<file path="src/common/mips_settings.svh">
`ifndef MIPS_SETTINGS_SVH
`define MIPS_SETTINGS_SVH

// ~~~~~~~~~~~~~~~~~~~~
// Core sizes

`define MIPS_XLEN       32              // Data and address width.
`define MIPS_REG_COUNT  32              // Integer registers.

// ~~~~~~~~~~~~~~~~~~~~
// Fixed values

`define MIPS_RESET_PC   32'h0000_0000   // First fetch address.
`define MIPS_HALT_WORD  32'hffff_ffff   // Stops the core.

`endif

</file>
<file path="src/common/mips_pkg.sv">
`include "mips_settings.svh"

package mips_pkg;

    typedef logic [`MIPS_XLEN-1:0] word_t;
    typedef logic [4:0]            reg_num_t;
    typedef logic [2:0]            alu_op_t;

    localparam alu_op_t ALU_ADD = 3'd0;
    localparam alu_op_t ALU_SUB = 3'd1;
    localparam alu_op_t ALU_AND = 3'd2;
    localparam alu_op_t ALU_OR  = 3'd3;
    localparam alu_op_t ALU_SLT = 3'd4;

    // ~~~~~~~~~~~~~~~~~~~~
    // Opcodes and function codes
    localparam logic [5:0] OP_RTYPE = 6'h00;
    localparam logic [5:0] OP_BEQ   = 6'h04;
    localparam logic [5:0] OP_ADDI  = 6'h08;
    localparam logic [5:0] OP_LW    = 6'h23;
    localparam logic [5:0] OP_SW    = 6'h2b;

    localparam logic [5:0] FN_ADD = 6'h20;
    localparam logic [5:0] FN_SUB = 6'h22;
    localparam logic [5:0] FN_AND = 6'h24;
    localparam logic [5:0] FN_OR  = 6'h25;
    localparam logic [5:0] FN_SLT = 6'h2a;

    typedef enum logic {
        MEM_IDLE,
        MEM_WAIT
    } mem_state_e;

    // ~~~~~~~~~~~~~~~~~~~~
    // Pipeline registers
    typedef struct packed {
        logic     valid;
        word_t    inst;
        word_t    pc_plus4;
    } if_id_t;

    typedef struct packed {
        logic     valid;
        word_t    rs_data;
        word_t    rt_data;
        word_t    imm;
        word_t    pc_plus4;
        reg_num_t dest;
        alu_op_t  alu_op;
        logic     alu_src;      // Immediate as second operand.
        logic     reg_write;
        logic     mem_read;
        logic     mem_write;
        logic     branch;
        logic     halt;
    } id_ex_t;

    typedef struct packed {
        logic     valid;
        word_t    alu_result;
        word_t    store_data;
        reg_num_t dest;
        logic     reg_write;
        logic     mem_read;
        logic     mem_write;
        logic     halt;
    } ex_mem_t;

    typedef struct packed {
        logic     valid;
        word_t    result;
        reg_num_t dest;
        logic     reg_write;
        logic     halt;         // Sticky once a halt retires.
    } mem_wb_t;

endpackage

</file>
<file path="src/logic/fetch_stage.sv">
`timescale 1ns/1ps
`include "mips_settings.svh"

module fetch_stage (
    input  logic             clk,
    input  logic             rst,
    input  logic             freeze,
    input  logic             branch_taken,
    input  mips_pkg::word_t  branch_target,
    input  logic             halt_seen,
    output mips_pkg::word_t  inst_addr,
    input  mips_pkg::word_t  inst,
    output mips_pkg::if_id_t if_id
);
    import mips_pkg::*;

    word_t pc;
    word_t pc_plus4;

    assign inst_addr = pc;
    assign pc_plus4  = pc + word_t'(4);

    always_ff @(posedge clk) begin
        if (rst) begin
            pc          <= `MIPS_RESET_PC;
            if_id.valid <= 1'b0;
        end else if (!freeze) begin
            if (branch_taken) begin
                pc <= branch_target;            // Redirect from execute.
            end else if (!halt_seen) begin
                pc <= pc_plus4;
            end
            if_id.inst     <= inst;
            if_id.pc_plus4 <= pc_plus4;
            if_id.valid    <= !branch_taken && !halt_seen;
        end
    end

endmodule

</file>
<file path="src/decode/decode_stage.sv">
`timescale 1ns/1ps
`include "mips_settings.svh"

module decode_stage (
    input  logic               clk,
    input  logic               rst,
    input  logic               freeze,
    input  logic               branch_taken,
    input  mips_pkg::if_id_t   if_id,
    output mips_pkg::reg_num_t rs_num,
    output mips_pkg::reg_num_t rt_num,
    input  mips_pkg::word_t    rs_data,
    input  mips_pkg::word_t    rt_data,
    output logic               halt_seen,
    output mips_pkg::id_ex_t   id_ex
);
    import mips_pkg::*;

    logic [5:0] opcode;
    logic [5:0] funct;
    reg_num_t   rd_num;
    id_ex_t     id_ex_next;

    assign opcode = if_id.inst[31:26];
    assign funct  = if_id.inst[5:0];
    assign rs_num = if_id.inst[25:21];
    assign rt_num = if_id.inst[20:16];
    assign rd_num = if_id.inst[15:11];

    always_comb begin
        id_ex_next           = '0;
        id_ex_next.valid     = if_id.valid && !halt_seen && !branch_taken;
        id_ex_next.rs_data   = rs_data;
        id_ex_next.rt_data   = rt_data;
        id_ex_next.imm       = {{(`MIPS_XLEN-16){if_id.inst[15]}}, if_id.inst[15:0]};
        id_ex_next.pc_plus4  = if_id.pc_plus4;
        id_ex_next.dest      = rt_num;
        id_ex_next.alu_op    = ALU_ADD;
        if (if_id.inst == `MIPS_HALT_WORD) begin
            id_ex_next.halt = 1'b1;
        end else begin
            case (opcode)
                OP_RTYPE: begin
                    id_ex_next.dest      = rd_num;
                    id_ex_next.reg_write = 1'b1;
                    case (funct)
                        FN_ADD:  id_ex_next.alu_op = ALU_ADD;
                        FN_SUB:  id_ex_next.alu_op = ALU_SUB;
                        FN_AND:  id_ex_next.alu_op = ALU_AND;
                        FN_OR:   id_ex_next.alu_op = ALU_OR;
                        FN_SLT:  id_ex_next.alu_op = ALU_SLT;
                        default: id_ex_next.reg_write = 1'b0;   // Unknown function is a nop.
                    endcase
                end
                OP_ADDI: begin
                    id_ex_next.alu_src   = 1'b1;
                    id_ex_next.reg_write = 1'b1;
                end
                OP_LW: begin
                    id_ex_next.alu_src   = 1'b1;
                    id_ex_next.reg_write = 1'b1;
                    id_ex_next.mem_read  = 1'b1;
                end
                OP_SW: begin
                    id_ex_next.alu_src   = 1'b1;
                    id_ex_next.mem_write = 1'b1;
                end
                OP_BEQ:  id_ex_next.branch = 1'b1;
                default: id_ex_next.valid  = 1'b0;
            endcase
        end
    end

    always_ff @(posedge clk) begin
        if (rst) begin
            id_ex.valid <= 1'b0;
            halt_seen   <= 1'b0;
        end else if (!freeze) begin
            id_ex <= id_ex_next;
            if (id_ex_next.valid && id_ex_next.halt) begin
                halt_seen <= 1'b1;              // Stops fetch from here on.
            end
        end
    end

endmodule

</file>
<file path="src/decode/register_file.sv">
`timescale 1ns/1ps
`include "mips_settings.svh"

module register_file (
    input  logic               clk,
    input  logic               rst,
    input  mips_pkg::reg_num_t rs_num,
    input  mips_pkg::reg_num_t rt_num,
    output mips_pkg::word_t    rs_data,
    output mips_pkg::word_t    rt_data,
    input  mips_pkg::mem_wb_t  mem_wb
);
    import mips_pkg::*;

    word_t regs [1:`MIPS_REG_COUNT-1];     // Register zero has no storage.
    logic  wr_en;

    assign wr_en = !rst && mem_wb.valid && mem_wb.reg_write && (mem_wb.dest != '0);

    // Write data bypasses to a read of the same register.
    function automatic word_t read_reg(input reg_num_t num);
        if (num == '0) begin
            return '0;
        end else if (wr_en && (num == mem_wb.dest)) begin
            return mem_wb.result;
        end
        return regs[num];
    endfunction

    always_comb begin
        rs_data = read_reg(rs_num);
        rt_data = read_reg(rt_num);
    end

    always_ff @(posedge clk) begin
        if (wr_en) begin
            regs[mem_wb.dest] <= mem_wb.result;
        end
    end

endmodule

</file>
<file path="src/logic/execute_stage.sv">
`timescale 1ns/1ps

module execute_stage (
    input  logic              clk,
    input  logic              rst,
    input  logic              freeze,
    input  mips_pkg::id_ex_t  id_ex,
    output logic              branch_taken,
    output mips_pkg::word_t   branch_target,
    output mips_pkg::ex_mem_t ex_mem
);
    import mips_pkg::*;

    word_t operand_b;
    word_t alu_result;

    assign operand_b = id_ex.alu_src ? id_ex.imm : id_ex.rt_data;

    always_comb begin
        case (id_ex.alu_op)
            ALU_SUB: alu_result = id_ex.rs_data - operand_b;
            ALU_AND: alu_result = id_ex.rs_data & operand_b;
            ALU_OR:  alu_result = id_ex.rs_data | operand_b;
            ALU_SLT: alu_result = word_t'($signed(id_ex.rs_data) < $signed(operand_b));
            default: alu_result = id_ex.rs_data + operand_b;
        endcase
    end

    // ~~~~~~~~~~~~~~~~~~~~
    // Branch resolution
    assign branch_taken  = id_ex.valid && id_ex.branch && (id_ex.rs_data == id_ex.rt_data);
    assign branch_target = id_ex.pc_plus4 + (id_ex.imm << 2);

    always_ff @(posedge clk) begin
        if (rst) begin
            ex_mem.valid <= 1'b0;
        end else if (!freeze) begin
            ex_mem.valid      <= id_ex.valid;   // The branch itself retires.
            ex_mem.alu_result <= alu_result;
            ex_mem.store_data <= id_ex.rt_data;
            ex_mem.dest       <= id_ex.dest;
            ex_mem.reg_write  <= id_ex.reg_write;
            ex_mem.mem_read   <= id_ex.mem_read;
            ex_mem.mem_write  <= id_ex.mem_write;
            ex_mem.halt       <= id_ex.halt;
        end
    end

endmodule

</file>
<file path="src/logic/memory_stage.sv">
`timescale 1ns/1ps

module memory_stage (
    input  logic              clk,
    input  logic              rst,
    input  mips_pkg::ex_mem_t ex_mem,
    output logic              freeze,
    output mips_pkg::word_t   mem_addr,
    output mips_pkg::word_t   mem_wdata,
    output logic              mem_write_en,
    output logic              mem_read_en,
    input  mips_pkg::word_t   mem_rdata,
    input  logic              mem_ready,
    output mips_pkg::mem_wb_t mem_wb
);
    import mips_pkg::*;

    mem_state_e state;
    mem_state_e state_next;
    logic       mem_access;
    logic       req_open;
    word_t      result;

    assign mem_access   = ex_mem.valid && (ex_mem.mem_read || ex_mem.mem_write);
    assign req_open     = mem_access || (state == MEM_WAIT);
    assign freeze       = req_open && !mem_ready;

    // Request fields come straight from ex_mem, which freeze holds steady.
    assign mem_addr     = ex_mem.alu_result;
    assign mem_wdata    = ex_mem.store_data;
    assign mem_read_en  = mem_access && ex_mem.mem_read;
    assign mem_write_en = mem_access && ex_mem.mem_write;

    assign result = ex_mem.mem_read ? mem_rdata : ex_mem.alu_result;

    always_comb begin
        state_next = state;
        case (state)
            MEM_IDLE: if (mem_access && !mem_ready) state_next = MEM_WAIT;
            MEM_WAIT: if (mem_ready) state_next = MEM_IDLE;
            default:  state_next = MEM_IDLE;
        endcase
    end

    always_ff @(posedge clk) begin
        if (rst) begin
            state        <= MEM_IDLE;
            mem_wb.valid <= 1'b0;
            mem_wb.halt  <= 1'b0;
        end else begin
            state            <= state_next;
            mem_wb.valid     <= ex_mem.valid && !freeze;    // Bubble while waiting.
            mem_wb.result    <= result;
            mem_wb.dest      <= ex_mem.dest;
            mem_wb.reg_write <= ex_mem.reg_write;
            mem_wb.halt      <= mem_wb.halt || (ex_mem.valid && ex_mem.halt && !freeze);
        end
    end

endmodule

</file>
<file path="src/logic/mips_core.sv">
`timescale 1ns/1ps

module mips_core (
    input  logic            clk,
    input  logic            rst,
    output mips_pkg::word_t inst_addr,
    input  mips_pkg::word_t inst,
    output mips_pkg::word_t mem_addr,
    output mips_pkg::word_t mem_wdata,
    output logic            mem_write_en,
    output logic            mem_read_en,
    input  mips_pkg::word_t mem_rdata,
    input  logic            mem_ready,
    output logic            halted
);
    import mips_pkg::*;

    if_id_t   if_id;
    id_ex_t   id_ex;
    ex_mem_t  ex_mem;
    mem_wb_t  mem_wb;
    logic     freeze;           // Whole pipeline holds on a slow access.
    logic     branch_taken;
    word_t    branch_target;
    logic     halt_seen;
    reg_num_t rs_num;
    reg_num_t rt_num;
    word_t    rs_data;
    word_t    rt_data;

    assign halted = mem_wb.halt;

    fetch_stage i_fetch_stage (
        .clk(clk),
        .rst(rst),
        .freeze(freeze),
        .branch_taken(branch_taken),
        .branch_target(branch_target),
        .halt_seen(halt_seen),
        .inst_addr(inst_addr),
        .inst(inst),
        .if_id(if_id)
    );

    decode_stage i_decode_stage (
        .clk(clk),
        .rst(rst),
        .freeze(freeze),
        .branch_taken(branch_taken),
        .if_id(if_id),
        .rs_num(rs_num),
        .rt_num(rt_num),
        .rs_data(rs_data),
        .rt_data(rt_data),
        .halt_seen(halt_seen),
        .id_ex(id_ex)
    );

    register_file i_register_file (
        .clk(clk),
        .rst(rst),
        .rs_num(rs_num),
        .rt_num(rt_num),
        .rs_data(rs_data),
        .rt_data(rt_data),
        .mem_wb(mem_wb)
    );

    execute_stage i_execute_stage (
        .clk(clk),
        .rst(rst),
        .freeze(freeze),
        .id_ex(id_ex),
        .branch_taken(branch_taken),
        .branch_target(branch_target),
        .ex_mem(ex_mem)
    );

    memory_stage i_memory_stage (
        .clk(clk),
        .rst(rst),
        .ex_mem(ex_mem),
        .freeze(freeze),
        .mem_addr(mem_addr),
        .mem_wdata(mem_wdata),
        .mem_write_en(mem_write_en),
        .mem_read_en(mem_read_en),
        .mem_rdata(mem_rdata),
        .mem_ready(mem_ready),
        .mem_wb(mem_wb)
    );

endmodule

</file>
<file path="config.mk">
export PLATFORM = sky130hd
export DESIGN_NAME = mips_core
export DESIGN_NICKNAME = d
export VERILOG_FILES = /design/src/common/mips_pkg.sv /design/src/logic/fetch_stage.sv /design/src/decode/decode_stage.sv /design/src/decode/register_file.sv /design/src/logic/execute_stage.sv /design/src/logic/memory_stage.sv /design/src/logic/mips_core.sv
export VERILOG_INCLUDE_DIRS = /design/src /design/src/common
export SDC_FILE = /design/constraint.sdc
export NUM_CORES = 2
export LEC_CHECK = 0
export ABC_CLOCK_PERIOD_IN_PS = 12850
export BUFFER_PORTS_ARGS = -buffer_cell sky130_fd_sc_hd__buf_4
export CAP_MARGIN = 20
export CORE_UTILIZATION = 65
export CTS_BUF_LIST = sky130_fd_sc_hd__clkbuf_8
export DETAILED_ROUTE_END_ITERATION = 8
export PLACE_DENSITY = 0.83
export SYNTH_ARGS = -nofsm -noshare
export SYNTH_HDL_FRONTEND = slang
export SYNTH_SLANG_ARGS = --single-unit
</file>
<file path="constraint.sdc">
create_clock -name clk -period 12.85 [get_ports clk]
set_input_delay 1.285 -clock clk [delete_from_list [all_inputs] [get_ports clk]]
set_output_delay 1.285 -clock clk [all_outputs]
set_load 0.03 [all_outputs]
</file>
# After elaboration in Yosys (flattened, before gate mapping)

Memories as Yosys holds them, arrays and structs flattened. A register that Yosys moved wholly into a read port is not among the register bits.
Index checks and enable logic that the tools add are counted.

Output and inout bits: 99
Input bits: 67
ROM bits: 0
Register bits: 340
Memories: 1
Latch bits: 0
Bits in writable memories: 992

Memory list:

| memory               | words | width | rd ports | clocked after memory_dff | wr ports | line                | text |
|---|---|---|---|---|---|---|---|
| i_register_file.regs | 31    | 32    | 2        | 2                        | 1        | register_file.sv:15 | `` word_t regs [1:`MIPS_REG_COUNT-1]; `` |

Shift operators: 0
Reductions and logical operators: 39
Div/mod/pow operators: 0
Multipliers: 0
Add/sub/neg operators: 4
Mux-type cells: 34
Eq/ne operators: 18
Bitwise gates (word level): 6
Magnitude comparators: 1

Operators with widths:

| operator              | number |
|---|---|
| $mux 32               | 10 |
| $pmux 32 s4           | 1 |
| $add 32x32->32        | 2 |
| $eq 6x6->1 const B    | 7 |
| $add 32x3->32 const B | 1 |
| $and 32x32->32        | 1 |
| $eq 32x32->1          | 1 |
| $eq 32x32->1 const B  | 1 |
| $lt 32x32->1          | 1 |
| $or 32x32->32         | 1 |
| $sub 32x32->32        | 1 |
| $logic_and 1x1->1     | 19 |
| $mux 1                | 16 |
| $mux 13               | 1 |
| $pmux 3 s4            | 1 |
| $eq 5x5->1            | 2 |
| $logic_not 5->1       | 2 |
| $mux 5                | 2 |
| $reduce_or 5->1       | 2 |
| $mux 8                | 1 |
| $eq 3x2->1 const B    | 2 |
| $eq 6x3->1 const B    | 1 |
| $eq 6x4->1 const B    | 1 |
| $logic_not 6->1       | 1 |
| 11 further kinds      | 24 |

# Longest topological paths before layout

Depth in word-level cells: 8
Depth in mapped cells: 17
Gate-level depth less buffers: 15

# Modules after synthesis

From an unflattened synthesis, not the netlist that was laid out.

Cell total of the unflattened synthesis: 4,408
Area, all modules: 67,203.2 um^2

Modules (own cells, without submodules):

| module        | times used | area an instance (um^2) | cells each |
|---|---|---|---|
| register_file | 1          | 47,090.2                | 2,580 |
| execute_stage | 1          | 9,215.1                 | 1,090 |
| decode_stage  | 1          | 4,416.7                 | 214 |
| fetch_stage   | 1          | 4,317.9                 | 369 |
| memory_stage  | 1          | 2,163.3                 | 155 |

# Worst setup path before layout

Ideal clock, no wire load.

Path type: input to register
Start: in mem_ready
End: reg (tool-made name)
Buffers on the path: 1
Stages: 4
Path slack: 2.742 ns
Data required time: 12.752 ns
Arrival: 10.010 ns
Setup time: 0.098 ns
Cells stage by stage: nor2_1 -> nor2_1 -> clkbuf_1 -> mux2_2

RTL lines:

| item            | line            | text |
|---|---|---|
| start, declared | mips_core.sv:13 | `input logic mem_ready,` |

==> PnR_summary.wiki <==
{| class="wikitable"
! Metric !! Value
|-
| Final setup violation count || 0
|-
| Number of antenna violations at the first check in global routing || 5
|-
| Cell at the root of the clock tree || sky130_fd_sc_hd__clkbuf_8
|-
| Resized Gates After CTS || 0
|-
| Crit-path slowest cell || sky130_fd_sc_hd__dfxtp_4
|-
| Most common cell in the netlist || sky130_fd_sc_hd__edfxtp_1
|-
| Min-Delay Startpoint || i_decode_stage.id_ex[10]$_DFFE_PP_
|-
| Per-cell via count in the routed design || 7.21
|-
| Critical path arrival || 5.13 ns
|-
| EDFF count, synth || 1293
|-
| Biggest area consumer among synthesized cells || sky130_fd_sc_hd__edfxtp_1
|-
| Count of port buffers added during placement || 165
|-
| Die Span Y || 320 um
|-
| Buffers inserted by post-CTS timing repair || 0
|-
| Element type at the critical path start || register
|-
| Post-Route Skew || 0.0601 ns
|-
| Avg Cell Area, Syn || 16.4 um^2
|-
| Seq/Total Area, Yosys || 60.5%
|-
| DR pass1 iterations || 6
|-
| Std cell rows || 116
|-
| Initial standard-cell utilization of the core || 65.7%
|-
| Die area || 103000 um^2
|-
| Unrepaired setup endpoints after global routing || no
|-
| Largest net degree at the start of global routing || 172
|-
| Final total negative setup slack || 0 ns
|-
| Result of the run || finished, final reports clean
|-
| TritonCTS clock tree || done
|-
| Detailed-route DRC error count || 0
|-
| Vias || 41000
|-
| Clock buffer depth || 3
|-
| Wirelength per Cell || 33.0 um
|-
| Post-synthesis cell count || 4021
|-
| Power per cell area || 141 nW/um^2
|-
| Maximum clock rate || 222 MHz
|-
| Nets || 4357
|-
| Share of the clock period used by the worst path after layout || 35.1%
|-
| Number of register bits inferred by synthesis || 1342
|-
| Routability-driven placement congestion ratio || 0.906
|-
| Min cycle time layout || 4.51 ns
|-
| Ratio of cells with drive above 1 in the final layout || 28.0%
|-
| VDD IR-drop max || 0.0989 mV
|-
| Capturing element type of the critical path || register
|-
| Total nets after synthesis || 4217
|-
| Number of global-route vias before repair || 40700
|-
| Mapped cell area || 65900 um^2
|-
| Number of hold-slack violations in the final timing report || 0
|-
| Total gr overflow || 0
|-
| Synth area leaders || sky130_fd_sc_hd__edfxtp_1, sky130_fd_sc_hd__mux4_2, sky130_fd_sc_hd__mux2i_1
|-
| Async set-reset flop share out of synthesis || 0%
|-
| Initial DRC Count || 6113
|-
| Wire length of the first global-routing pass || 270000 um
|-
| Clock insertion delay at the later pin of the skew report || 0.91 ns
|-
| Estimated wirelength of the detail-placed design || 110000 um
|-
| Number of nets with antenna violations after detailed routing || 0
|-
| Total routing usage reported by global routing || 36.7%
|-
| Final Routed Wirelength || 188000 um
|-
| Number of distinct library cells after synthesis || 91
|-
| Top-area cell type share of the netlist area || 59.0%
|-
| Worst-Margin Slew || 1.18 ns
|-
| Maximum level of the CTS H-tree || 4
|-
| Number of buffers created by CTS || 206
|-
| Final hold slack || 0.396 ns
|-
| Cells along the critical path || buf_4, buf_4, mux4_2, mux4_2, mux2i_1, o21ai_0
|-
| Max-slew violation total from the final report || 0
|-
| Yosys warning total || 0
|-
| Max-capacitance violation count || 0
|-
| Commonest register cell after synthesis || sky130_fd_sc_hd__edfxtp_1
|-
| Reported leakage power || 24.7 nW
|-
| Area growth from synthesis to layout || 10.1%
|-
| I/O Pins || 166
|-
| FILL cells || 5796
|-
| WS Path Type || reg -> reg
|-
| Core area || 100000 um^2
|-
| Worst-path fanout max || 48
|-
| Die width || 320 um
|-
| Clk sink count || 1342
|-
| Clk slew on worst S/H paths || 0.07 ns
|-
| Top cells by count, synth || sky130_fd_sc_hd__edfxtp_1, sky130_fd_sc_hd__mux4_2, sky130_fd_sc_hd__a21oi_1
|-
| CP peak stage delay || 0.98 ns
|-
| Worst Hold Class || reg -> reg
|-
| Worst Path Required || 13.46 ns
|-
| Hold Buf Count CTS || 0
|-
| Relative slew slack || 21.4%
|}
[placed cells by master (no fill, tap or decap), types with 50 or more instances in the layout]
cell type	count
sky130_fd_sc_hd__mux2i_1	161
sky130_fd_sc_hd__inv_1	166
sky130_fd_sc_hd__a21oi_1	227
sky130_fd_sc_hd__a211oi_1	78
sky130_fd_sc_hd__o21ai_0	141
sky130_fd_sc_hd__buf_4	238
sky130_fd_sc_hd__nor2_1	190
sky130_fd_sc_hd__clkinv_1	55
sky130_fd_sc_hd__mux4_2	555
sky130_fd_sc_hd__clkbuf_8	217
sky130_fd_sc_hd__mux2_2	50
sky130_fd_sc_hd__nand2_1	167
sky130_fd_sc_hd__edfxtp_1	1293
sky130_fd_sc_hd__ha_1	126
[cell type report]
cell class	instances	area, um^2	share of cell area (%)
sequential	1342	39800	55.0
multi-input combinational	2249	24400	33.7
clock buffer	217	2990	4.12
timing repair buffer	248	2030	2.80
tap	1357	1700	2.34
clock inverter	164	1060	1.47
inverter	114	428	0.590
antenna	2	5.00	0.00690
[metal layers]
| layer | share of wire (%) | track usage [%] |
|---|---|---|
| met2 | 47 | 57.4 |
| met4 | 6.1 | 18.7 |
| met5 | 0.0075 | 0 |
| met3 | 14 | 10.4 |
| met1 | 33 | 47.6 |
[cells by family (layout without fill, tap and decap cells)]
logic type	after synthesis	count (layout)	synth area share [%]
muxes	766	766	22.3
buffers and inverters	430	743	2.93
other	0	2	0
and+or+nand+nor	597	597	4.21
xor gates and xnor gates	92	92	1.22
adders and majority gates	129	129	2.49
DFF	1342	1342	60.5
AOI/OAI and AO/OA	665	665	6.42
[critical path, delay by kind of cell, from the launching register on]
| kind | cells | cell delay, ns |
|---|---|---|
| AOI/OAI and AO/OA | 1 | 0.11 |
| DFF | 1 | 0.98 |
| muxes | 3 | 1.32 |
| buffers and inverters | 2 | 1.69 |
[path summary, 6_finish.rpt]
path | slack [ns] | endpoint | depth (start not counted)
setup / recovery | 8.34 | i_decode_stage.id_ex[140]$_DFFE_PP_ | 6
hold / removal | 0.40 | i_execute_stage.ex_mem[5]$_DFFE_PP_ | 0
setup reg to reg | 8.34 | i_decode_stage.id_ex[140]$_DFFE_PP_ | 6
hold reg to reg | 0.40 | i_execute_stage.ex_mem[5]$_DFFE_PP_ | 0
[state kept, by name, indices dropped and copies added, names as in the netlist, named ones only]
register / count
i_memory_stage.state: 1
i_decode_stage.id_ex: 127
i_fetch_stage.if_id: 65
i_register_file.regs: 992
i_memory_stage.mem_wb: 40
i_decode_stage.halt_seen: 1
i_fetch_stage.inst_addr: 32
i_execute_stage.ex_mem: 74
[stage by stage]
stage / cell area [um^2] / utilization (%) / total power, W / cells / worst slack, ns
CTS: 72300 / 72.1 / 0.0102 / 5685 / 8.28
floorplan: 65900 / - / 0.00628 / 4021 / 2.74
global placement: 68300 / 68.1 / 0.00670 / 5304 / 8.36
detailed placement: 68300 / 68.1 / 0.00674 / 5304 / 8.30
global route: 72500 / 72.3 / 0.0105 / 5692 / 8.06
finish: 72500 / 72.3 / 0.0102 / 5693 / 8.34
[power by group]
part,switching (W),internal [W],total [W],leakage [nW]
sequential,0.000246,0.00499,0.00523,12.3
clock,0.00170,0.00183,0.00353,2.28
combinational,0.000835,0.000635,0.00147,10.1
total,0.00278,0.00745,0.0102,24.7
Power figures use the tool's default switching activity.
